`src/hdl/fpv_pkg.sv`:
```
package fpv_pkg;

    // Map cell, bits are red, green, blue, zero is empty
    typedef logic [2:0] cell_t;

    typedef logic [5:0] grid_x_t;
    typedef logic [4:0] grid_y_t;

    // Cell index in the upper bits, fraction in the low FRAC_BITS
    typedef logic [13:0] pos_x_t;
    typedef logic [12:0] pos_y_t;

    typedef logic [7:0] angle_t;
    typedef logic signed [8:0] step_t;
    typedef logic [7:0] depth_t;

    typedef logic [7:0] screen_x_t;
    typedef logic [6:0] screen_y_t;
    typedef logic [17:0] colour_t;

    localparam int FRAC_BITS = 8;
    localparam depth_t MAX_STEPS = 8'd255;

    typedef enum logic [2:0] {
        IDLE,
        INIT,
        CAST,
        WAIT_CAST,
        DRAW,
        WAIT_DRAW,
        NEXT,
        FINISH
    } seq_state_t;

    // Quarter wave sampled at mid-steps, peak 32 is 1/8 cell
    function automatic step_t sine_step(input angle_t a);
        logic [3:0] idx;
        logic [5:0] mag;
        idx = a[6] ? ~a[5:2] : a[5:2];
        case (idx)
            4'd0:  mag = 6'd2;
            4'd1:  mag = 6'd5;
            4'd2:  mag = 6'd8;
            4'd3:  mag = 6'd11;
            4'd4:  mag = 6'd14;
            4'd5:  mag = 6'd16;
            4'd6:  mag = 6'd19;
            4'd7:  mag = 6'd21;
            4'd8:  mag = 6'd24;
            4'd9:  mag = 6'd26;
            4'd10: mag = 6'd27;
            4'd11: mag = 6'd29;
            4'd12: mag = 6'd30;
            4'd13: mag = 6'd31;
            default: mag = 6'd32;
        endcase
        return a[7] ? -step_t'({3'b000, mag}) : step_t'({3'b000, mag});
    endfunction

endpackage

```
`src/hdl/column_sequencer.sv`:
```
module column_sequencer #(
    parameter int COLUMNS = 160
) (
    input  logic clock,
    input  logic reset,
    input  logic start,
    output logic done,
    output logic ray_start,
    input  logic ray_done,
    output logic draw_start,
    input  logic draw_done,
    input  fpv_pkg::angle_t player_angle,
    output fpv_pkg::angle_t ray_angle,
    output fpv_pkg::screen_x_t column
);
    import fpv_pkg::*;

    seq_state_t state;

    always_ff @(posedge clock) begin
        if (reset) begin
            state <= IDLE;
        end else begin
            case (state)
                IDLE:      state <= start ? INIT : IDLE;
                INIT:      state <= CAST;
                CAST:      state <= WAIT_CAST;
                WAIT_CAST: state <= ray_done ? DRAW : WAIT_CAST;
                DRAW:      state <= WAIT_DRAW;
                WAIT_DRAW: begin
                    if (draw_done) begin
                        state <= (column == screen_x_t'(COLUMNS - 1)) ? FINISH : NEXT;
                    end
                end
                NEXT:      state <= CAST;
                FINISH:    state <= IDLE;
                default:   state <= IDLE;
            endcase
        end
    end

    always_ff @(posedge clock) begin
        if (reset || state == INIT) begin
            column <= '0;
        end else if (state == NEXT) begin
            column <= column + 8'd1;
        end
    end

    // Column offset from screen centre, wraps at a full turn
    assign ray_angle = player_angle + angle_t'(column) - angle_t'(COLUMNS / 2);

    assign ray_start = state == CAST;
    assign draw_start = state == DRAW;
    assign done = state == FINISH;

endmodule

```
`config.mk`:
```
export PLATFORM = sky130hd
export DESIGN_NAME = column_sequencer
export DESIGN_NICKNAME = d
export VERILOG_FILES = /design/src/hdl/fpv_pkg.sv /design/src/hdl/column_sequencer.sv
export SDC_FILE = /design/constraint.sdc
export NUM_CORES = 1
export LEC_CHECK = 0
export ABC_CLOCK_PERIOD_IN_PS = 3250
export BUFFER_PORTS_ARGS = -buffer_cell sky130_fd_sc_hd__buf_2
export CORE_MARGIN = 2
export CORE_UTILIZATION = 53
export DETAILED_ROUTE_END_ITERATION = 10
export PLACE_DENSITY_LB_ADDON = 0.05
export SKIP_LAST_GASP = 1
export SYNTH_ARGS = -nofsm -noshare
export SYNTH_HDL_FRONTEND = slang
export SYNTH_SLANG_ARGS = --single-unit
export TNS_END_PERCENT = 5
```
`constraint.sdc`:
```
create_clock -name clock -period 3.25 [get_ports clock]
set_clock_uncertainty 0.2 [all_clocks]
set_input_delay 0.1625 -clock clock [delete_from_list [all_inputs] [get_ports clock]]
set_output_delay 0.1625 -clock clock [all_outputs]
set_load 0.02 [all_outputs]
```
==> flow_summary.toml <==
[cts]
tritoncts = "yes"
cts_buffers = 3
clk_pin_slew_ns = 0.07
htree_num_levels = 1
post-cts-setup-buffers = 0
clk_latency_ns = 0.27
clock_path_buffers = 2
clockRootBuffer = "clkbuf_4"
clock-sinks = 11

[outcome]
status = "complete, no violations"

[global_route]
grt_first_pass_wirelength_um = 2840
groute.usage.overall_pct = 18.1
grt-busiest-layer = "met2"
grt_overflow = 0
antenna_found_initial = 0
grt_max_degree = 15
grt_use_met1_pct = 23.4
grt_use_met3_pct = 1.19
grt_pass1_vias = 732
grtUsageMet2_pct = 31.9

[synth]
syn_area_per_cell_sq_um = 8.14
yosysWarnings = 0
synth_top_area_cell = "dfxtp_1"
netlist_instances = 115
synth_top_cell_area_share_pct = 23.5
synth_cell_types = 32
netlist_top_cells_area = "dfxtp_1 24%, ha_1 19%, xnor2_1 9.4%, inv_1 6.8%, nor2_1 5.6%"
synth_most_common_cell = "inv_1"
synth_ff_type = "dfxtp_1"
synth_commonest_cells = "17 x inv_1, 14 x ha_1, 14 x nor2_1, 11 x dfxtp_1, 10 x xnor2_1"
syn-num-nets = 143
syn_area_sq_um = 936
synth-edff-count = 0
ys_seq_elements = 11
async_flop_share_pct = 0
yosysSeqAreaShare_pct = 23.5

[final_layout]
fillers = 152
areaGrowthSynthToFinish_pct = 21.3
instances_no_fill = 165
final_util_pct = 67.2
final_nets = 177
drive_gt1_share_pct = 25.0
num_antenna_cells = 0

[routing]
drt-vias-per-instance = 5.11
firstDrtPassIters = 4
antenna_left = 0
wirelength_um = 1760
drt-wirelength-per-cell_um = 10.6
vias = 843
drtIter0Drc = 7
drcViolationCount = 0

[die]
die_w_um = 46.0
coreArea_sq_um = 1690
rows = 15
die_h_um = 46.0
ioPinCount = 32
design.die.area_sq_um = 2120
initial_core_util_pct = 55.4

[worst_setup_path]
path_common_cell = "ha_1"
critical_path.cell_chain = "ha_1 -> ha_1 -> inv_1 -> fa_1 -> nor2b_1 -> o31a_1 -> o22ai_1 -> xnor2_1 -> buf_2"
end_kind = "output port"
required_ns = 2.89
r2r_setup_slack_ns = 1.67
slowest_delay_ns = 0.40
start_kind = "register"
critPathSlowestCell = "fa_1"
crit_arrival_ns = 2.29
crit_type = "register to output port"
critPathMaxFanout = 5

[timing]
worst_pin_slew_ns = 0.435
setup_viol = 0
post-route-min-period_ns = 2.65
layout_setup_ws_ns = 0.601
relSlewSlack_pct = 70.9
timing.fmax_mhz = 377
slew_viol_final = 0
fin_crit_sh_pct = 81.5
hold_violations = 0
setup_tns_ns = 0
rsz0062_at_grt = "false"

[power]
peakVddDrop_v = 0.000207
p_leak_nw = 0.579
power.density_nw_per_um2 = 272

[placed_design]
numPortBuffers = 31
gp_congestion = 0.744
dp.cells = 160
detailedPlace.worstSlack_ns = 0.898
dp_hpwl_um = 1420

[job]
drv_cap = 0

[worst_hold_path]
hp-class = "primary input to register"
## report_power, final
group          internal [W]  leakage [nW]  switching (W)   total, W
combinational     0.0000329         0.475      0.0000379  0.0000708
sequential         0.000138        0.0891     0.00000846   0.000146
clock             0.0000474        0.0150      0.0000444  0.0000919
## repair_timing
action	4_1_cts	5_1_grt
setup endpoints to repair	0	0
hold buffers	1	0
hold endpoints to repair	3	0
gates resized for setup	0	0
## worst paths after layout
kind / cells past startpoint / startpoint / endpoint
max reg2reg: 3 / state[1] / column[3]
min: 3 / ray_done / state[2]
max: 9 / column[1] / ray_angle[7]
min reg2reg: 2 / column[1] / column[1]
## per-stage QoR
stage	cell area [sq um]	hold slack [ns]	power, W
2_1_floorplan	936	0.0316	0.000198
3_3_place_gp	1100	0.167	0.000218
3_5_place_dp	1100	0.167	0.000220
4_1_cts	1130	0.0103	0.000312
5_1_grt	1130	0.0402	0.000326
6_report	1130	0.0149	0.000309
## registers in the layout, summed over array words and instances (netlist names)
register,count
column,8
state,3
## per-layer routing
metal	share of wire, %	up-vias
li1	-	454
met1	47	361
met2	47	26
met3	5.7	2
met4	0.57	0
met5	0	-
## kinds of logic (layout without fill, tap and decap cells)
group | Yosys count | in the layout | share of synthesized area [%]
XOR/XNOR | 12 | 12 | 11.2
buffers and inverters | 20 | 53 | 8.29
multiplexers | 1 | 1 | 1.07
flip-flops | 11 | 11 | 23.5
AND/OR/NAND/NOR | 37 | 37 | 23.1
adder cells (fa/ha/maj) | 15 | 15 | 20.9
AO/OA/AOI/OAI | 19 | 19 | 11.9
## worst max-delay path, delay by kind of cell (launching register included)
| kind | cells | cell delay (ns) |
|---|---|---|
| AO/OA/AOI/OAI | 2 | 0.29 |
| XOR/XNOR | 1 | 0.14 |
| adder cells (fa/ha/maj) | 3 | 0.84 |
| buffers and inverters | 2 | 0.22 |
| flip-flops | 1 | 0.35 |
| AND/OR/NAND/NOR | 1 | 0.17 |
## cells in the final DEF (no fill, tap or decap), types with 2 or more instances in the layout
cell and instances:
a21oi_1 9, buf_2 31, clkbuf_4 3, dfxtp_1 11, ha_1 14, inv_1 17, nand2_1 4, nand2b_1 2
nand3_1 2, nor2_1 14, nor2b_1 2, nor3_1 3, nor3b_1 2, o21ai_0 3, o22ai_1 2, xnor2_1 10
xor2_1 2
## cell type report
cell class / count / area (sq um) / area share, %
Multi-Input combinational cell: 84 / 638 / 56.2
Sequential cell: 11 / 220 / 19.4
Tap cell: 17 / 21.3 / 1.87
Clock buffer: 4 / 26.3 / 2.32
Timing Repair Buffer: 32 / 165 / 14.6
Inverter: 17 / 63.8 / 5.62
Note: power is estimated with default switching activity, not from simulation.
