**src/hdl/fpv_pkg.sv**
```systemverilog
package fpv_pkg;

    // Map cell, bits are red, green, blue, zero is empty
    typedef logic [2:0] cell_t;

    typedef logic [5:0] grid_x_t;
    typedef logic [4:0] grid_y_t;

    // Cell index in the upper bits, fraction in the low FRAC_BITS
    typedef logic [13:0] pos_x_t;
    typedef logic [12:0] pos_y_t;

    typedef logic [7:0] angle_t;
    typedef logic signed [8:0] step_t;
    typedef logic [7:0] depth_t;

    typedef logic [7:0] screen_x_t;
    typedef logic [6:0] screen_y_t;
    typedef logic [17:0] colour_t;

    localparam int FRAC_BITS = 8;
    localparam depth_t MAX_STEPS = 8'd255;

    typedef enum logic [2:0] {
        IDLE,
        INIT,
        CAST,
        WAIT_CAST,
        DRAW,
        WAIT_DRAW,
        NEXT,
        FINISH
    } seq_state_t;

    // Quarter wave sampled at mid-steps, peak 32 is 1/8 cell
    function automatic step_t sine_step(input angle_t a);
        logic [3:0] idx;
        logic [5:0] mag;
        idx = a[6] ? ~a[5:2] : a[5:2];
        case (idx)
            4'd0:  mag = 6'd2;
            4'd1:  mag = 6'd5;
            4'd2:  mag = 6'd8;
            4'd3:  mag = 6'd11;
            4'd4:  mag = 6'd14;
            4'd5:  mag = 6'd16;
            4'd6:  mag = 6'd19;
            4'd7:  mag = 6'd21;
            4'd8:  mag = 6'd24;
            4'd9:  mag = 6'd26;
            4'd10: mag = 6'd27;
            4'd11: mag = 6'd29;
            4'd12: mag = 6'd30;
            4'd13: mag = 6'd31;
            default: mag = 6'd32;
        endcase
        return a[7] ? -step_t'({3'b000, mag}) : step_t'({3'b000, mag});
    endfunction

endpackage

```
**src/hdl/grid_port_if.sv**
```systemverilog
interface grid_port_if;
    import fpv_pkg::*;

    logic req;
    logic gnt;
    logic write;
    grid_x_t x;
    grid_y_t y;
    cell_t wdata;
    cell_t rdata;
    logic rvalid;

    modport requester (
        output req, write, x, y, wdata,
        input  gnt, rdata, rvalid
    );

    modport arbiter (
        input  req, write, x, y, wdata,
        output gnt, rdata, rvalid
    );

endinterface

```
**src/hdl/ray_marcher.sv**
```systemverilog
module ray_marcher (
    input  logic clock,
    input  logic reset,
    input  logic start,
    input  fpv_pkg::angle_t angle,
    input  fpv_pkg::pos_x_t pos_x,
    input  fpv_pkg::pos_y_t pos_y,
    grid_port_if.requester grid,
    output logic done,
    output fpv_pkg::grid_x_t hit_x,
    output fpv_pkg::grid_y_t hit_y,
    output logic hit_vertical,
    output fpv_pkg::depth_t depth
);
    import fpv_pkg::*;

    typedef enum logic [1:0] {
        R_IDLE,
        R_STEP,
        R_REQ,
        R_WAIT
    } march_state_t;

    march_state_t state;
    pos_x_t pos_x_q;
    pos_y_t pos_y_q;
    step_t step_x;
    step_t step_y;
    pos_x_t next_x;
    pos_y_t next_y;
    depth_t depth_q;
    logic vertical_q;

    // Sign-extend the step, indices wrap with the position width
    assign next_x = pos_x_q + {{5{step_x[8]}}, step_x};
    assign next_y = pos_y_q + {{4{step_y[8]}}, step_y};

    always_ff @(posedge clock) begin
        if (reset) begin
            state <= R_IDLE;
            done <= 1'b0;
        end else begin
            done <= 1'b0;
            case (state)
                R_IDLE: begin
                    if (start) begin
                        state <= R_STEP;
                    end
                end
                R_STEP: begin
                    state <= R_REQ;
                end
                R_REQ: begin
                    if (grid.gnt) begin
                        state <= R_WAIT;
                    end
                end
                R_WAIT: begin
                    if (grid.rvalid) begin
                        if (grid.rdata != '0 || depth_q == MAX_STEPS) begin
                            state <= R_IDLE;
                            done <= 1'b1;
                        end else begin
                            state <= R_STEP;
                        end
                    end
                end
                default: begin
                    state <= R_IDLE;
                end
            endcase
        end
    end

    always_ff @(posedge clock) begin
        if (state == R_IDLE && start) begin
            pos_x_q <= pos_x;
            pos_y_q <= pos_y;
            // Cosine is sine a quarter turn on
            step_x <= sine_step(angle + 8'd64);
            step_y <= sine_step(angle);
            depth_q <= '0;
            vertical_q <= 1'b0;
        end else if (state == R_STEP) begin
            pos_x_q <= next_x;
            pos_y_q <= next_y;
            depth_q <= depth_q + 8'd1;
            vertical_q <= next_x[13:FRAC_BITS] != pos_x_q[13:FRAC_BITS];
        end
    end

    assign grid.req = state == R_REQ;
    assign grid.write = 1'b0;
    assign grid.wdata = '0;
    assign grid.x = pos_x_q[13:FRAC_BITS];
    assign grid.y = pos_y_q[12:FRAC_BITS];

    // Results hold until the next start
    assign hit_x = pos_x_q[13:FRAC_BITS];
    assign hit_y = pos_y_q[12:FRAC_BITS];
    assign hit_vertical = vertical_q;
    assign depth = depth_q;

endmodule

```
**src/flat_wrapper.sv**
```systemverilog
// flat-port wrapper written by rule: the top's interface ports become plain ports
module ray_marcher_flat import fpv_pkg::*;
  (clock, reset, start, angle, pos_x, pos_y, done, hit_x, hit_y, hit_vertical, depth, grid_req, grid_write, grid_x, grid_y, grid_wdata, grid_gnt, grid_rdata, grid_rvalid);
  grid_port_if grid_i ();
  input  logic clock;
  input  logic reset;
  input  logic start;
  input  fpv_pkg::angle_t angle;
  input  fpv_pkg::pos_x_t pos_x;
  input  fpv_pkg::pos_y_t pos_y;
  output logic done;
  output fpv_pkg::grid_x_t hit_x;
  output fpv_pkg::grid_y_t hit_y;
  output logic hit_vertical;
  output fpv_pkg::depth_t depth;
  output wire logic [$bits(grid_i.req)-1:0] grid_req;
  output wire logic [$bits(grid_i.write)-1:0] grid_write;
  output wire logic [$bits(grid_i.x)-1:0] grid_x;
  output wire logic [$bits(grid_i.y)-1:0] grid_y;
  output wire logic [$bits(grid_i.wdata)-1:0] grid_wdata;
  input wire logic [$bits(grid_i.gnt)-1:0] grid_gnt;
  input wire logic [$bits(grid_i.rdata)-1:0] grid_rdata;
  input wire logic [$bits(grid_i.rvalid)-1:0] grid_rvalid;
  assign grid_req = grid_i.req;
  assign grid_write = grid_i.write;
  assign grid_x = grid_i.x;
  assign grid_y = grid_i.y;
  assign grid_wdata = grid_i.wdata;
  assign grid_i.gnt = grid_gnt;
  assign grid_i.rdata = grid_rdata;
  assign grid_i.rvalid = grid_rvalid;
  ray_marcher u_core (.clock(clock), .reset(reset), .start(start), .angle(angle), .pos_x(pos_x), .pos_y(pos_y), .grid(grid_i), .done(done), .hit_x(hit_x), .hit_y(hit_y), .hit_vertical(hit_vertical), .depth(depth));
endmodule
```
**config.mk**
```make
export PLATFORM = sky130hd
export DESIGN_NAME = ray_marcher_flat
export DESIGN_NICKNAME = d
export VERILOG_FILES = /design/src/hdl/fpv_pkg.sv /design/src/hdl/grid_port_if.sv /design/src/hdl/ray_marcher.sv /design/src/flat_wrapper.sv
export SDC_FILE = /design/constraint.sdc
export NUM_CORES = 1
export LEC_CHECK = 0
export BUFFER_PORTS_ARGS = -buffer_cell sky130_fd_sc_hd__clkbuf_2
export CAP_MARGIN = 30
export CORE_AREA = 2 2 95 97
export DETAILED_ROUTE_END_ITERATION = 7
export DIE_AREA = 0 0 97 99
export PLACE_DENSITY = 0.73
export SLEW_MARGIN = 40
export SYNTH_ARGS = -nofsm -noshare
export SYNTH_HDL_FRONTEND = slang
export SYNTH_SLANG_ARGS = --single-unit
export TNS_END_PERCENT = 50
```
**constraint.sdc**
```tcl
create_clock -name clock -period 3 [get_ports clock]
set_clock_uncertainty 0.1 [all_clocks]
set_input_delay 0.3 -clock clock [delete_from_list [all_inputs] [get_ports clock]]
set_output_delay 0.3 -clock clock [all_outputs]
set_load 0.005 [all_outputs]
```
==> metrics.log <==
[metrics] routed len/inst: 13.8 um
[metrics] Post-synth EDFFs: 45
[metrics] via count: 3492
[metrics] number of design rule violations left after detail routing: 0
[metrics] global-route track usage on met2: 33.5%
[metrics] WP buf/inv: 0
[metrics] Worst Setup End Kind: flip-flop
[metrics] global-route wire length before repair: 15.3 mm
[metrics] CP Data Required Time: 3.10 ns
[metrics] GR Util met3: 3.83%
[metrics] chain of cells forming the critical path: ha_1, a211oi_1, o21ai_1, nor4bb_1, or4_1, xnor2_1, nor4b_1, a31oi_1
[metrics] I/O pin total: 80
[metrics] CTS tree: yes
[metrics] total power per unit cell area: 1130 nW/um2
[metrics] drt total wl: 8.85 mm
[metrics] minimum clock period after layout: 2.81 ns
[metrics] CP max stage cell: or4_1
[metrics] half-perimeter wire length after placement: 6.70 mm
[metrics] CTS buffer count: 9
[metrics] max-slew violation total from the final report: 0
[metrics] top cell type's share of synthesized area: 31.0%
[metrics] result of the run: complete, no violations
[metrics] cell count after placement: 627
[metrics] Std-Cell Core Area: 8550 um2
[metrics] global-route layer with the greatest usage: met2
[metrics] cell class contributing the biggest share of worst-path delay: simple AND/OR/NAND/NOR gates
[metrics] flop and latch count out of synthesis: 57
[metrics] arrival time at the worst endpoint: 2.91 ns
[metrics] Crit path largest cell delay: 0.51 ns
[metrics] Via density: 5.43
[metrics] number of DRC violations after detailed-routing iteration 0: 123
[metrics] largest net degree at the start of global routing: 34
[metrics] Post-Synthesis Cell Area: 4350 um2
[metrics] part of the cycle the worst path needs: 93.7%
[metrics] met1 layer usage reported by global route: 24.2%
[metrics] die height: 99 um
[metrics] setup repair after global routing missed its margin: no
[metrics] final standard cell count with taps included and fillers excluded: 643
[metrics] final net count: 614
[metrics] effective utilization at floorplan: 50.9%
[metrics] top-count cell post-synth: nand2_1
[metrics] proportion of synthesized flip-flops having asynchronous set or reset: 0%
[metrics] antenna violations before repair: 0
[metrics] Clk Latency, worst-skew pair: 0.34 ns
[metrics] synth warn: 0
[metrics] critical path startpoint category: flip-flop
[metrics] class of the most critical hold timing path: in2reg
[metrics] Placed Area: 4700 um2
[metrics] iteration count of the initial detailed-routing pass: 5
[metrics] final instance area: 4920 um2
[metrics] number of fill cells: 787
[metrics] number of global-route vias before repair: 3411
[metrics] Crit Path Class: reg2reg
[metrics] unique cell type count in the Yosys netlist: 55
[metrics] largest area contributor in the netlist: edfxtp_1
[metrics] TritonCTS sink count: 57
[metrics] # port buffers: 73
[metrics] number of H-tree levels: 3
[metrics] mean area per synthesized cell: 9.21 um2
[metrics] final antenna diode count: 0
[metrics] Leakage: 2.15 nW
[metrics] Worst Max-Slew Pin Slew: 0.795 ns
[metrics] floorplan die area: 9600 um2
[metrics] most instantiated cells after synthesis: 55 x nand2_1, 45 x edfxtp_1, 39 x ha_1
[metrics] GRT Util Overall: 19.4%
[metrics] cell at the root of the clock tree: clkbuf_8
[metrics] Post-Syn Instances: 473
[metrics] primary flip-flop cell chosen by synthesis mapping: edfxtp_1
[metrics] # setup viols final: 0
[metrics] clock tree buffer depth: 2
[metrics] number of placement rows: 34
[metrics] sum of negative setup slack: 0 ns
[metrics] Max VDD drop: 0.449 mV
[metrics] synth top area cells: edfxtp_1 31%, ha_1 11%, dfxtp_1 5.5%
[metrics] post-CTS setup buffer count: 0
[metrics] layout overhead on the synthesized area: 12.9%
[metrics] crit-path max FO: 3
[metrics] remaining global-route overflow: 0
[metrics] Final Hold Violating Endpoints: 0
[metrics] clock edge transition at the registers on the reported setup and hold paths: 0.07 ns
[metrics] remaining antenna violation count after routing: 0
[metrics] fraction of layout cells with a size suffix above 1: 20.6%
[metrics] highest clock rate: 356 MHz
[metrics] Final GP Congestion: 0.907
[metrics] share of the yosys chip area belonging to registers: 36.6%
[metrics] horizontal die dimension: 97 um
[metrics] Slew Limit Headroom: 46.6%
[metrics] max-cap check violation count: 0
## final timing paths
path / from / end / slack (ns) / cells after the start
min reg2reg: u_core.depth[7] / u_core.depth[7] / 0.42 / 2
min: reset / u_core.state[1] / 0.07 / 2
max: u_core.step_x[1] / u_core.hit_vertical / 0.19 / 8
max reg2reg: u_core.step_x[1] / u_core.hit_vertical / 0.19 / 8
## flip-flops by register name, indices dropped and copies added, names as in the netlist
register,flops
u_core.depth,8
u_core.pos_y_q,13
u_core.state,2
u_core.step_y,9
u_core.step_x,9
u_core.hit_vertical,1
u_core.done,1
u_core.pos_x_q,14
## placed cells by master (no fill, tap or decap), types with 5 or more instances in the layout
cell type / instances
nor2_1: 32
clkbuf_8: 12
xor2_1: 20
a21oi_1: 37
o211ai_1: 7
nand2b_1: 7
edfxtp_1: 45
nand2_1: 55
mux2i_1: 5
inv_1: 23
or3_1: 5
nor3_1: 10
buf_4: 9
o21ai_1: 8
clkbuf_2: 73
dfxtp_1: 12
ha_1: 39
nand3_1: 10
a211oi_1: 7
xnor2_1: 21
o21ai_0: 31
## where the power goes
part	switching [W]	total (W)	internal (W)
Sequential	0.000202	0.00159	0.00139
Clock	0.000307	0.000725	0.000418
Combinational	0.00179	0.00326	0.00146
Total	0.00230	0.00557	0.00327
## what timing repair did
| action | in CTS | in global routing |
|---|---|---|
| endpoints found under the setup margin | 0 | 2 |
| resized for setup | 0 | 2 |
| hold buffers | 0 | 0 |
## metrics by stage
| stage | hold WS (ns) | utilization (%) | power, W | setup slack, ns |
|---|---|---|---|---|
| 2_1_floorplan | 0.272 | - | 0.00419 | 0.502 |
| 3_3_place_gp | 0.379 | 55.0 | 0.00470 | 0.285 |
| 3_5_place_dp | 0.414 | 55.0 | 0.00482 | 0.234 |
| 4_1_cts | 0.0469 | 57.4 | 0.00558 | 0.201 |
| 5_1_grt | 0.0549 | 57.5 | 0.00610 | 0.0175 |
| 6_report | 0.0656 | 57.5 | 0.00557 | 0.188 |
## cell families after synthesis
family                     share of synthesized area (%)
xor gates and xnor gates                            10.9
adders and majority gates                           12.1
DFF                                                 36.6
muxes                                               1.67
AOI/OAI and AO/OA                                   15.9
buffers and inverters                               7.79
other                                             0.0861
and+or+nand+nor                                     14.9
## metal layers
layer  vias to the layer above  wire length [um]
met3                         6               419
met4                         0                41
met5                         -                 0
met2                        97              4410
met1                      1606              3980
li1                       1783                 -
## layout make-up
type | instances | area, um2 | area share (%)
multi-input combinational | 355 | 2440 | 49.7
clock buffer | 15 | 198 | 4.02
tap | 108 | 135 | 2.75
sequential | 57 | 1590 | 32.4
clock inverter | 1 | 5.00 | 0.102
timing repair buffer | 83 | 453 | 9.21
inverter | 24 | 90.1 | 1.83
No activity file was read; power rests on OpenSTA's default activity.
