### src/hdl/fpv_pkg.sv
package fpv_pkg;

    // Map cell, bits are red, green, blue, zero is empty
    typedef logic [2:0] cell_t;

    typedef logic [5:0] grid_x_t;
    typedef logic [4:0] grid_y_t;

    // Cell index in the upper bits, fraction in the low FRAC_BITS
    typedef logic [13:0] pos_x_t;
    typedef logic [12:0] pos_y_t;

    typedef logic [7:0] angle_t;
    typedef logic signed [8:0] step_t;
    typedef logic [7:0] depth_t;

    typedef logic [7:0] screen_x_t;
    typedef logic [6:0] screen_y_t;
    typedef logic [17:0] colour_t;

    localparam int FRAC_BITS = 8;
    localparam depth_t MAX_STEPS = 8'd255;

    typedef enum logic [2:0] {
        IDLE,
        INIT,
        CAST,
        WAIT_CAST,
        DRAW,
        WAIT_DRAW,
        NEXT,
        FINISH
    } seq_state_t;

    // Quarter wave sampled at mid-steps, peak 32 is 1/8 cell
    function automatic step_t sine_step(input angle_t a);
        logic [3:0] idx;
        logic [5:0] mag;
        idx = a[6] ? ~a[5:2] : a[5:2];
        case (idx)
            4'd0:  mag = 6'd2;
            4'd1:  mag = 6'd5;
            4'd2:  mag = 6'd8;
            4'd3:  mag = 6'd11;
            4'd4:  mag = 6'd14;
            4'd5:  mag = 6'd16;
            4'd6:  mag = 6'd19;
            4'd7:  mag = 6'd21;
            4'd8:  mag = 6'd24;
            4'd9:  mag = 6'd26;
            4'd10: mag = 6'd27;
            4'd11: mag = 6'd29;
            4'd12: mag = 6'd30;
            4'd13: mag = 6'd31;
            default: mag = 6'd32;
        endcase
        return a[7] ? -step_t'({3'b000, mag}) : step_t'({3'b000, mag});
    endfunction

endpackage

### src/hdl/grid_port_if.sv
interface grid_port_if;
    import fpv_pkg::*;

    logic req;
    logic gnt;
    logic write;
    grid_x_t x;
    grid_y_t y;
    cell_t wdata;
    cell_t rdata;
    logic rvalid;

    modport requester (
        output req, write, x, y, wdata,
        input  gnt, rdata, rvalid
    );

    modport arbiter (
        input  req, write, x, y, wdata,
        output gnt, rdata, rvalid
    );

endinterface

### src/hdl/column_drawer.sv
module column_drawer #(
    parameter int ROWS = 120,
    parameter int VGA_CREDITS = 4
) (
    input  logic clock,
    input  logic reset,
    input  logic start,
    input  fpv_pkg::screen_x_t column,
    input  fpv_pkg::grid_x_t hit_x,
    input  fpv_pkg::grid_y_t hit_y,
    input  logic hit_vertical,
    input  fpv_pkg::depth_t depth,
    grid_port_if.requester grid,
    input  logic vga_credit,
    output logic done,
    output logic vga_write,
    output fpv_pkg::screen_x_t vga_x,
    output fpv_pkg::screen_y_t vga_y,
    output fpv_pkg::colour_t vga_colour
);
    import fpv_pkg::*;

    localparam int CREDIT_W = $clog2(VGA_CREDITS + 1);
    localparam int HALF_ROWS = ROWS / 2;

    typedef enum logic [1:0] {
        D_IDLE,
        D_FETCH,
        D_WAIT,
        D_DRAW
    } draw_state_t;

    draw_state_t state;
    screen_x_t column_q;
    grid_x_t hit_x_q;
    grid_y_t hit_y_q;
    logic vertical_q;
    depth_t depth_q;
    colour_t shade;
    colour_t colour_q;
    screen_y_t row;
    logic [CREDIT_W-1:0] credits;
    logic [7:0] half_h;
    logic [7:0] band_top;
    logic [7:0] band_bot;
    logic in_band;

    always_ff @(posedge clock) begin
        if (reset) begin
            state <= D_IDLE;
            done <= 1'b0;
        end else begin
            done <= 1'b0;
            case (state)
                D_IDLE: begin
                    if (start) begin
                        state <= D_FETCH;
                    end
                end
                D_FETCH: begin
                    if (grid.gnt) begin
                        state <= D_WAIT;
                    end
                end
                D_WAIT: begin
                    if (grid.rvalid) begin
                        state <= D_DRAW;
                    end
                end
                D_DRAW: begin
                    if (vga_write && row == screen_y_t'(ROWS - 1)) begin
                        state <= D_IDLE;
                        done <= 1'b1;
                    end
                end
                default: begin
                    state <= D_IDLE;
                end
            endcase
        end
    end

    // Full-intensity channels on vertical sides, dimmer on horizontal ones
    always_comb begin
        if (depth_q == MAX_STEPS) begin
            shade = '0;
        end else if (vertical_q) begin
            shade = {{6{grid.rdata[2]}}, {6{grid.rdata[1]}}, {6{grid.rdata[0]}}};
        end else begin
            shade = {{2{grid.rdata[2]}}, 4'b0000,
                     {2{grid.rdata[1]}}, 4'b0000,
                     {2{grid.rdata[0]}}, 4'b0000};
        end
    end

    always_ff @(posedge clock) begin
        if (state == D_IDLE && start) begin
            column_q <= column;
            hit_x_q <= hit_x;
            hit_y_q <= hit_y;
            vertical_q <= hit_vertical;
            depth_q <= depth;
        end
        if (grid.rvalid) begin
            colour_q <= shade;
            row <= '0;
        end else if (vga_write) begin
            row <= row + 7'd1;
        end
    end

    // Credits out on a write, back on a sink pulse
    always_ff @(posedge clock) begin
        if (reset) begin
            credits <= CREDIT_W'(VGA_CREDITS);
        end else begin
            case ({vga_write, vga_credit})
                2'b10: credits <= credits - 1'b1;
                2'b01: credits <= credits + 1'b1;
                default: credits <= credits;
            endcase
        end
    end

    // Half-height halves every 16 steps
    assign half_h = 8'(HALF_ROWS) >> depth_q[7:4];
    assign band_top = 8'(HALF_ROWS) - half_h;
    assign band_bot = 8'(HALF_ROWS) + half_h;
    assign in_band = ({1'b0, row} >= band_top) && ({1'b0, row} < band_bot);

    assign grid.req = state == D_FETCH;
    assign grid.write = 1'b0;
    assign grid.wdata = '0;
    assign grid.x = hit_x_q;
    assign grid.y = hit_y_q;

    assign vga_write = (state == D_DRAW) && (credits != '0);
    assign vga_x = column_q;
    assign vga_y = row;
    assign vga_colour = in_band ? colour_q : '0;

endmodule

### src/flat_wrapper.sv
// flat-port wrapper written by rule: the top's interface ports become plain ports
module column_drawer_flat import fpv_pkg::*;
#(
    parameter int ROWS = 120,
    parameter int VGA_CREDITS = 4
)
  (clock, reset, start, column, hit_x, hit_y, hit_vertical, depth, vga_credit, done, vga_write, vga_x, vga_y, vga_colour, grid_req, grid_write, grid_x, grid_y, grid_wdata, grid_gnt, grid_rdata, grid_rvalid);
  grid_port_if grid_i ();
  input  logic clock;
  input  logic reset;
  input  logic start;
  input  fpv_pkg::screen_x_t column;
  input  fpv_pkg::grid_x_t hit_x;
  input  fpv_pkg::grid_y_t hit_y;
  input  logic hit_vertical;
  input  fpv_pkg::depth_t depth;
  input  logic vga_credit;
  output logic done;
  output logic vga_write;
  output fpv_pkg::screen_x_t vga_x;
  output fpv_pkg::screen_y_t vga_y;
  output fpv_pkg::colour_t vga_colour;
  output wire logic [$bits(grid_i.req)-1:0] grid_req;
  output wire logic [$bits(grid_i.write)-1:0] grid_write;
  output wire logic [$bits(grid_i.x)-1:0] grid_x;
  output wire logic [$bits(grid_i.y)-1:0] grid_y;
  output wire logic [$bits(grid_i.wdata)-1:0] grid_wdata;
  input wire logic [$bits(grid_i.gnt)-1:0] grid_gnt;
  input wire logic [$bits(grid_i.rdata)-1:0] grid_rdata;
  input wire logic [$bits(grid_i.rvalid)-1:0] grid_rvalid;
  assign grid_req = grid_i.req;
  assign grid_write = grid_i.write;
  assign grid_x = grid_i.x;
  assign grid_y = grid_i.y;
  assign grid_wdata = grid_i.wdata;
  assign grid_i.gnt = grid_gnt;
  assign grid_i.rdata = grid_rdata;
  assign grid_i.rvalid = grid_rvalid;
  column_drawer #(.ROWS(ROWS), .VGA_CREDITS(VGA_CREDITS)) u_core (.clock(clock), .reset(reset), .start(start), .column(column), .hit_x(hit_x), .hit_y(hit_y), .hit_vertical(hit_vertical), .depth(depth), .grid(grid_i), .vga_credit(vga_credit), .done(done), .vga_write(vga_write), .vga_x(vga_x), .vga_y(vga_y), .vga_colour(vga_colour));
endmodule
### config.mk
export PLATFORM = sky130hd
export DESIGN_NAME = column_drawer_flat
export DESIGN_NICKNAME = d
export VERILOG_FILES = /design/src/hdl/fpv_pkg.sv /design/src/hdl/grid_port_if.sv /design/src/hdl/column_drawer.sv /design/src/flat_wrapper.sv
export SDC_FILE = /design/constraint.sdc
export NUM_CORES = 1
export LEC_CHECK = 0
export CORE_MARGIN = 4
export CORE_UTILIZATION = 60
export DETAILED_ROUTE_END_ITERATION = 10
export DONT_BUFFER_PORTS = 1
export PLACE_DENSITY_LB_ADDON = 0.3
export SKIP_CTS_REPAIR_TIMING = 1
export SYNTH_ARGS = -nofsm -noshare
export SYNTH_HDL_FRONTEND = slang
export SYNTH_SLANG_ARGS = --single-unit
### constraint.sdc
create_clock -name clock -period 4.59 [get_ports clock]
set_clock_uncertainty 0.05 [all_clocks]
set_input_delay 0.459 -clock clock [delete_from_list [all_inputs] [get_ports clock]]
set_output_delay 0.459 -clock clock [all_outputs]
set_load 0.01 [all_outputs]
==> results.yml, run 1 <==
status:
  outcome: "complete, no violations"
layout:
  num_antenna_cells: 0
  drive_above_1_share_pct: 13.0
  layout_commonest_cell: "edfxtp_1"
  syn_to_final_growth_pct: 4.43
  fillers: 281
  nets: 260
  mostFrequentLayoutCells: "34 x edfxtp_1, 23 x ha_1, 13 x dfxtp_1, 12 x inv_1, 11 x nor2_1"
clocking:
  clk_latency_ps: 290
  cts_tree: "done"
  cts_sinks: 47
  ctsLongestPathBuffers: 2
  cts_htree_levels: 2
  cts_made_buffers: 5
  cts-root-buf: "clkbuf_8"
  clk_pin_slew_ps: 90
logic_synthesis:
  synth-seq-cells: 47
  syn-cell-area_um2: 2430
  avgSynthCellArea_um2: 12.0
  yosysUniqueCellTypes: 44
  syn_inst: 203
  yosysSeqAreaShare_pct: 52.7
  synth-main-ff-cell: "edfxtp_1"
  async_reset_ff_share_pct: 0
  yosysWarningCount: 0
  synth-edff-count: 34
critical_path:
  startpoint: "u_core.depth_q[6]$_DFFE_PP_"
  rr_endpoint: "u_core.credits[2]$_SDFFE_PP1P_"
  start_kind: "flop"
  reg2regPathDepth: 8
  reg2reg_setup_slack_ps: 2070
  r2r-start: "u_core.credits[0]$_SDFFE_PP0P_"
  crit_type: "flop to primary output"
  setup.worst_path.end: "vga_colour[4]"
  arrival_ps: 3650
  critPathMaxFanout: 9
  required_ps: 4080
  endpoint_kind: "primary output"
sta:
  max_freq_ghz: 0.241
  setup_viol: 0
  min_period_ps: 4160
  slew_headroom_pct: 25.4
  rsz0062_at_grt: "false"
  hold_viol_final: 0
  min_period_over_period_pct: 90.6
  hold_ws_ps: 174
  finalMaxSlewViolations: 0
  worst_pin_slew_ps: 1120
  fin_setup_tns_ps: 0
floorplan:
  start_util_pct: 64.0
  die_x_um: 71.7
  die_area_um2: 5130
  die_y_um: 71.7
  rows: 22
  core_area_um2: 3800
  pin_count: 88
power_and_ir_drop:
  vdd_ir_drop_max_mv: 0.350
  intPower_mw: 0.838
  p_leak_nw: 1.03
  seqPwrFrac_pct: 52.7
  combPwrFrac_pct: 22.7
  p_per_area_nw_per_um2: 476
  swShare_pct: 30.6
  clkPwrFrac_pct: 24.5
  p_switching_mw: 0.370
global_route:
  grt_max_degree: 29
  grtUsageTotal_pct: 16.5
  antenna_found_initial: 0
  first_global_vias: 1489
  grt_overflow: 0
  grt_pass1_wl_um: 6700
route:
  vias_per_cell: 5.84
  drt-wirelength-per-cell_um: 16.8
  drc_errors: 0
  drtAntennaViolNets: 0
  first_pass_iters: 4
  vias: 1448
  drt_first_iter_violations: 72
  routed_wl_um: 4160
place:
  hpwl_um: 3340
  io_buffers: 0
  place_congestion: 0.851
hold_path:
  hp-class: "primary input to flop"
flow_run:
  max-cap-violations: 0
## metal layers
| metal | vias up | GRT usage [%] | routed length (um) |
|---|---|---|---|
| met5 | - | 0 | 0 |
| met4 | 0 | 4.80 | 21 |
| met2 | 60 | 28.7 | 2200 |
| met1 | 687 | 18.2 | 1560 |
| li1 | 699 | - | - |
| met3 | 2 | 7.29 | 378 |
## critical path, cell delays in order, from the launching register on
cell	delay, ps
edfxtp_1	580
inv_1	120
ha_1	310
or2b_2	310
ha_1	220
nand2b_1	160
xnor2_1	160
ha_1	240
and3_1	180
a221o_1	290
a31oi_1	460
nor4b_1	140
buf_4	190
## state kept, by name, summed over array words and instances (netlist names)
signal             flops
u_core.state           2
u_core.vga_x           8
u_core.grid.x          6
u_core.vga_y           7
u_core.depth_q         8
u_core.grid.y          5
u_core.colour_q        6
u_core.done            1
u_core.credits         3
u_core.vertical_q      1
## Yosys cell counts (2+ instances only)
cell / number / area share (%)
nor3_1: 5 / 1.0
buf_4: 18 / 5.6
nor4_1: 2 / 0.51
mux2i_1: 2 / 0.82
nor2b_1: 2 / 0.51
edfxtp_1: 34 / 42
and3_1: 6 / 1.5
a21oi_1: 6 / 1.2
a211oi_1: 2 / 0.62
nor2_1: 11 / 1.7
nor4b_1: 6 / 2.2
and2_1: 4 / 1.0
or2_2: 2 / 0.51
inv_1: 12 / 1.9
ha_1: 23 / 12
xnor2_1: 3 / 1.1
a221o_1: 2 / 0.82
nand2b_1: 4 / 1.0
nand2_1: 9 / 1.4
nand4_1: 5 / 1.3
a21o_1: 2 / 0.62
xor2_1: 7 / 2.5
o21ai_0: 2 / 0.41
dfxtp_1: 13 / 11
nand3_1: 2 / 0.41
## cell type report
cell class | count | area (um2) | share of cell area [%]
Sequential cell | 47 | 1280 | 50.5
Multi-Input combinational cell | 126 | 988 | 38.9
Clock buffer | 5 | 68.8 | 2.71
Tap cell | 48 | 60.1 | 2.37
Inverter | 13 | 48.8 | 1.92
Clock inverter | 3 | 46.3 | 1.82
Timing Repair Buffer | 6 | 45.0 | 1.77
## worst min-delay path by stage
| stage | to | start | cells after the start | slack, ps |
|---|---|---|---|---|
| after floorplan | u_core.state[1]$_SDFFE_PP0P_ | u_core.state[1]$_SDFFE_PP0P_ | 2 | 430 |
| after global placement | u_core.state[1]$_SDFFE_PP0P_ | u_core.state[1]$_SDFFE_PP0P_ | 2 | 450 |
| after detailed placement | u_core.state[1]$_SDFFE_PP0P_ | u_core.state[1]$_SDFFE_PP0P_ | 2 | 480 |
| after global routing | u_core.credits[0]$_SDFFE_PP0P_ | reset | 1 | 160 |
| final | u_core.credits[0]$_SDFFE_PP0P_ | reset | 1 | 170 |
| after CTS | u_core.credits[0]$_SDFFE_PP0P_ | reset | 1 | 160 |
## stage by stage
stage          setup WS (ps)  utilization, %  cell area, um2  cells  total power, mW
6_report                 433            66.8            2540    248             1.21
5_1_grt                  187            66.8            2540    248             1.29
4_1_cts                  402            66.8            2540    248             1.22
3_5_place_dp             707            63.8            2420    240            0.922
3_3_place_gp             903            63.8            2420    240            0.895
2_1_floorplan            911               -            2440    206            0.857
## power by group through the flow
stage	Combinational, mW	Clock (mW)	Sequential [mW]
after detailed placement	0.277	0	0.645
after CTS	0.279	0.305	0.638
after floorplan	0.239	0	0.618
final	0.275	0.296	0.636
after global placement	0.254	0	0.641
after global routing	0.314	0.323	0.650
## kinds of logic (layout without fill, tap and decap cells)
| logic type | count (synthesis) | in the layout | synth area share [%] |
|---|---|---|---|
| adder cells (fa/ha/maj) | 25 | 25 | 13.1 |
| AO/OA/AOI/OAI | 19 | 19 | 5.61 |
| XOR/XNOR | 10 | 10 | 3.60 |
| AND/OR/NAND/NOR | 66 | 66 | 16.2 |
| multiplexers | 2 | 2 | 0.824 |
| buffers and inverters | 33 | 27 | 7.87 |
| flip-flops | 47 | 47 | 52.7 |
| other | 1 | 4 | 0.154 |
No activity file was read; power rests on OpenSTA's default activity.
==> run 2, diff against run 1 <==
- CTS_BUF_LIST: not set -> sky130_fd_sc_hd__clkbuf_16
==> run 2 against run 1 <==
First-iteration DRC count is 2.8% lower. Clock power increased by 36%. Register-to-register slack hardly changed. Die area stayed put. Critical endpoint unchanged. Largest cell class unchanged. Highest routed layer unchanged.
==> results.yml, run 2 (synthesis gave the netlist of run 1 again) <==
critical_path:
  critPathMaxFanout: 9
  required_ps: 4080
  arrival_ps: 3650
  endpoint_kind: "primary output"
  start_kind: "flop"
  crit_type: "flop to primary output"
route:
  drt_first_iter_violations: 70
  routed_wl_um: 4340
  drtAntennaViolNets: 0
  vias_per_cell: 5.98
  first_pass_iters: 4
  drc_errors: 0
  vias: 1483
  drt-wirelength-per-cell_um: 17.5
power_and_ir_drop:
  p_per_area_nw_per_um2: 509
  p_leak_nw: 1.05
  vdd_ir_drop_max_mv: 0.343
status:
  outcome: "complete, no violations"
layout:
  fin_area_um2: 2590
  post-route-util_pct: 68.3
  num_antenna_cells: 0
  drive_above_1_share_pct: 13.0
  fillers: 269
  seq_area_um2: 1280
  nets: 260
  syn_to_final_growth_pct: 6.74
  stdcell_count: 248
  mostFrequentLayoutCells: "34 x edfxtp_1, 23 x ha_1, 13 x dfxtp_1, 12 x inv_1, 11 x nor2_1"
  layout_commonest_cell: "edfxtp_1"
  multi_input_area_um2: 988
sta:
  setup_viol: 0
  hold_viol_final: 0
  fin_setup_tns_ps: 0
  min_period_ps: 4160
  finalWorstSetupSlack_ps: 429
  rsz0062_at_grt: "false"
  max_freq_ghz: 0.240
  worst_pin_slew_ps: 1120
  slew_headroom_pct: 25.5
  finalMaxSlewViolations: 0
  min_period_over_period_pct: 90.6
place:
  place_congestion: 0.851
  io_buffers: 0
  dpl.cell_count: 240
  dp_worst_setup_slack_ps: 707
  hpwl_um: 3340
  postPlaceCellArea_um2: 2420
global_route:
  antenna_found_initial: 0
  grtUsageTotal_pct: 17.2
  grt_max_degree: 29
  first_global_vias: 1542
  grt_pass1_wl_um: 6980
  grt_overflow: 0
clocking:
  cts_made_buffers: 5
  cts_tree: "done"
  clk_pin_slew_ps: 60
  ctsLongestPathBuffers: 2
  cts_sinks: 47
  cts-root-buf: "clkbuf_16"
  clk_latency_ps: 280
  cts_htree_levels: 2
floorplan:
  die_area_um2: 5130
  rows: 22
  die_y_um: 71.7
  core_area_um2: 3800
  die_x_um: 71.7
  pin_count: 88
  start_util_pct: 64.0
hold_path:
  hp-class: "primary input to flop"
flow_run:
  max-cap-violations: 0
[run 2: layout make-up]
type,instances,share of cell area [%]
inverters,13,1.88
well taps,48,2.31
clock buffers,5,4.82
clock inverters,3,1.78
repair buffers,6,1.74
flip-flops and latches,47,49.4
multi-input cells,126,38.1
[run 2: where the power goes]
group          internal (mW)  leakage (nW)  switching, mW  total (mW)
clock                  0.258        0.0804          0.145       0.403
sequential             0.563         0.432         0.0759       0.638
combinational          0.113         0.540          0.167       0.280
[run 2: path summary, 6_finish.rpt]
kind	startpoint	cells after the start	end	slack, ps
max	u_core.depth_q[6]$_DFFE_PP_	12	vga_colour[4]	430
min	reset	1	u_core.credits[0]$_SDFFE_PP0P_	190
max reg2reg	u_core.credits[0]$_SDFFE_PP0P_	8	u_core.credits[2]$_SDFFE_PP1P_	2070
min reg2reg	u_core.state[1]$_SDFFE_PP0P_	2	u_core.state[1]$_SDFFE_PP0P_	480
[run 2: worst max-delay path, cell delays in order (launching register included)]
cell	delay [ps]
edfxtp_1	580
inv_1	120
ha_1	320
or2b_2	310
ha_1	220
nand2b_1	160
xnor2_1	160
ha_1	240
and3_1	180
a221o_1	290
a31oi_1	460
nor4b_1	140
buf_4	190
[run 2: per-stage QoR]
stage                     hold WS [ps]  total power [mW]
final                              190              1.32
after global routing               185              1.40
after CTS                          187              1.33
after detailed placement           479             0.922
after global placement             450             0.895
after floorplan                    434             0.857
[run 2: routing by layer]
| layer | part of all wire (%) | vias up | global-route usage, % |
|---|---|---|---|
| met5 | 0 | - | 0 |
| met4 | 1.1 | 0 | 4.80 |
| met3 | 9.5 | 7 | 7.85 |
| met2 | 54 | 74 | 30.2 |
| met1 | 36 | 702 | 18.5 |
| li1 | - | 700 | - |
==> run 3, diff against run 2 <==
- clock period: 4.59 -> 5.35 ns (I/O delays scaled with it)
==> run 3 against run 2 <==
Design area decreased by 1.7%. Sequential power shrank 15%. Wire length is 5.5% lower. Register-to-register slack improved by 750 ps. Clock power shrank 14%. Non-clock buffer count is 6 lower. Critical path type unchanged. Largest cell class unchanged.
==> results.yml, run 3 (synthesis gave the netlist of run 1 again) <==
status:
  outcome: "complete, no violations"
clocking:
  ctsLongestPathBuffers: 2
  cts-root-buf: "clkbuf_16"
  cts_made_buffers: 5
  clk_latency_ps: 280
  cts_tree: "done"
  cts_sinks: 47
  clk_pin_slew_ps: 60
  cts_htree_levels: 2
route:
  vias: 1434
  drt-wirelength-per-cell_um: 16.9
  first_pass_iters: 4
  drtAntennaViolNets: 0
  drt_first_iter_violations: 69
  drc_errors: 0
  routed_wl_um: 4100
  vias_per_cell: 5.93
critical_path:
  r2r-start: "u_core.credits[0]$_SDFFE_PP0P_"
  crit_buf_inv: 1
  reg2reg_setup_slack_ps: 2820
  path_cells: "inv_1, ha_1, or2b_2, ha_1, nand2b_1, xnor2_1, ha_1, and3_1, a221o_1, a31oi_1, nor4b_2"
  setup.worst_path.end: "vga_colour[13]"
  start_kind: "flop"
  critPathMaxFanout: 9
  cpMaxStageDelayCell: "nor4b_2"
  arrival_ps: 3730
  required_ps: 4760
  endpoint_kind: "primary output"
  rr_endpoint: "u_core.credits[2]$_SDFFE_PP1P_"
  crit_type: "flop to primary output"
  crit_top_cell: "ha_1"
  slowest_delay_ps: 960
  crit_family: "simple AND/OR/NAND/NOR gates"
  reg2regPathDepth: 8
  cp.depth: 11
  startpoint: "u_core.depth_q[6]$_DFFE_PP_"
layout:
  layout_commonest_cell: "edfxtp_1"
  stdcell_count: 242
  multi_input_area_um2: 988
  syn_to_final_growth_pct: 4.89
  drive_above_1_share_pct: 10.3
  mostFrequentLayoutCells: "34 x edfxtp_1, 23 x ha_1, 13 x dfxtp_1, 12 x inv_1, 11 x nor2_1"
  seq_area_um2: 1280
  fin_area_um2: 2550
  nets: 254
  num_antenna_cells: 0
  fillers: 278
place:
  io_buffers: 0
  place_congestion: 0.804
  postPlaceCellArea_um2: 2380
  dpl.cell_count: 234
  hpwl_um: 3230
hold_path:
  hp-class: "primary input to flop"
  holdCritStartpoint: "reset"
floorplan:
  die_y_um: 71.7
  start_util_pct: 64.0
  die_area_um2: 5130
  die_x_um: 71.7
  core_area_um2: 3800
  pin_count: 88
  rows: 22
power_and_ir_drop:
  finalPower_mw: 1.13
  vdd_ir_drop_max_mv: 0.276
  intPower_mw: 0.800
  p_switching_mw: 0.327
  seqPwrFrac_pct: 48.4
  clkPwrFrac_pct: 30.8
  swShare_pct: 29.0
  p_per_area_nw_per_um2: 442
  p_leak_nw: 1.02
  combPwrFrac_pct: 20.8
global_route:
  grtUsageTotal_pct: 16.3
  antenna_found_initial: 0
  grt_max_degree: 29
  grt_pass1_wl_um: 6540
  first_global_vias: 1422
  grt_overflow: 0
sta:
  min_period_ps: 4320
  worst_pin_slew_ps: 1120
  min_period_over_period_pct: 80.7
  hold_viol_final: 0
  hold_ws_ps: 266
  max_freq_ghz: 0.232
  slew_headroom_pct: 25.6
  rsz0062_at_grt: "false"
  setup_viol: 0
  finalMaxSlewViolations: 0
  fin_setup_tns_ps: 0
flow_run:
  max-cap-violations: 0
==> run 3: worst reg2reg max path: cells and delay by family (launching register included) <==
kind | cells | cell delay, ps
xor gates and xnor gates | 1 | 180
and+or+nand+nor | 3 | 1040
adders and majority gates | 2 | 590
buffers and inverters | 1 | 60
AOI/OAI and AO/OA | 1 | 150
DFF | 1 | 350
==> run 3: worst min path at each step <==
stage,end,depth (start not counted)
global route,u_core.state[0]$_SDFFE_PP0P_,1
global placement,u_core.state[1]$_SDFFE_PP0P_,2
detailed placement,u_core.state[1]$_SDFFE_PP0P_,2
finish,u_core.state[0]$_SDFFE_PP0P_,1
CTS,u_core.state[0]$_SDFFE_PP0P_,1
floorplan,u_core.state[1]$_SDFFE_PP0P_,2
==> run 3: power groups by stage <==
stage                     registers [mW]  clock network [mW]  logic, mW
after floorplan                    0.530                   0      0.205
after global placement             0.551                   0      0.217
after detailed placement           0.552                   0      0.234
after CTS                          0.547               0.353      0.236
after global routing               0.557               0.370      0.266
final                              0.545               0.347      0.235
==> run 3: routing by layer <==
layer	vias to the layer above	global-route usage, %	wire length, um
met5	-	0	0
met4	0	5.64	54
met3	7	8.27	415
met2	59	26.6	2050
met1	678	18.5	1580
li1	690	-	-
==> run 3: layout make-up <==
type	count	area share, %
clock inverter	3	1.82
tap	48	2.36
inverter	13	1.91
sequential	47	50.2
multi-input combinational	126	38.8
clock buffer	5	4.91
==> run 3: stage by stage <==
step / worst slack (ps) / utilization, %
after global routing: 790 / 67.1
final: 1030 / 67.1
after floorplan: 1590 / -
after CTS: 1030 / 67.1
after detailed placement: 1330 / 62.6
after global placement: 1470 / 62.6
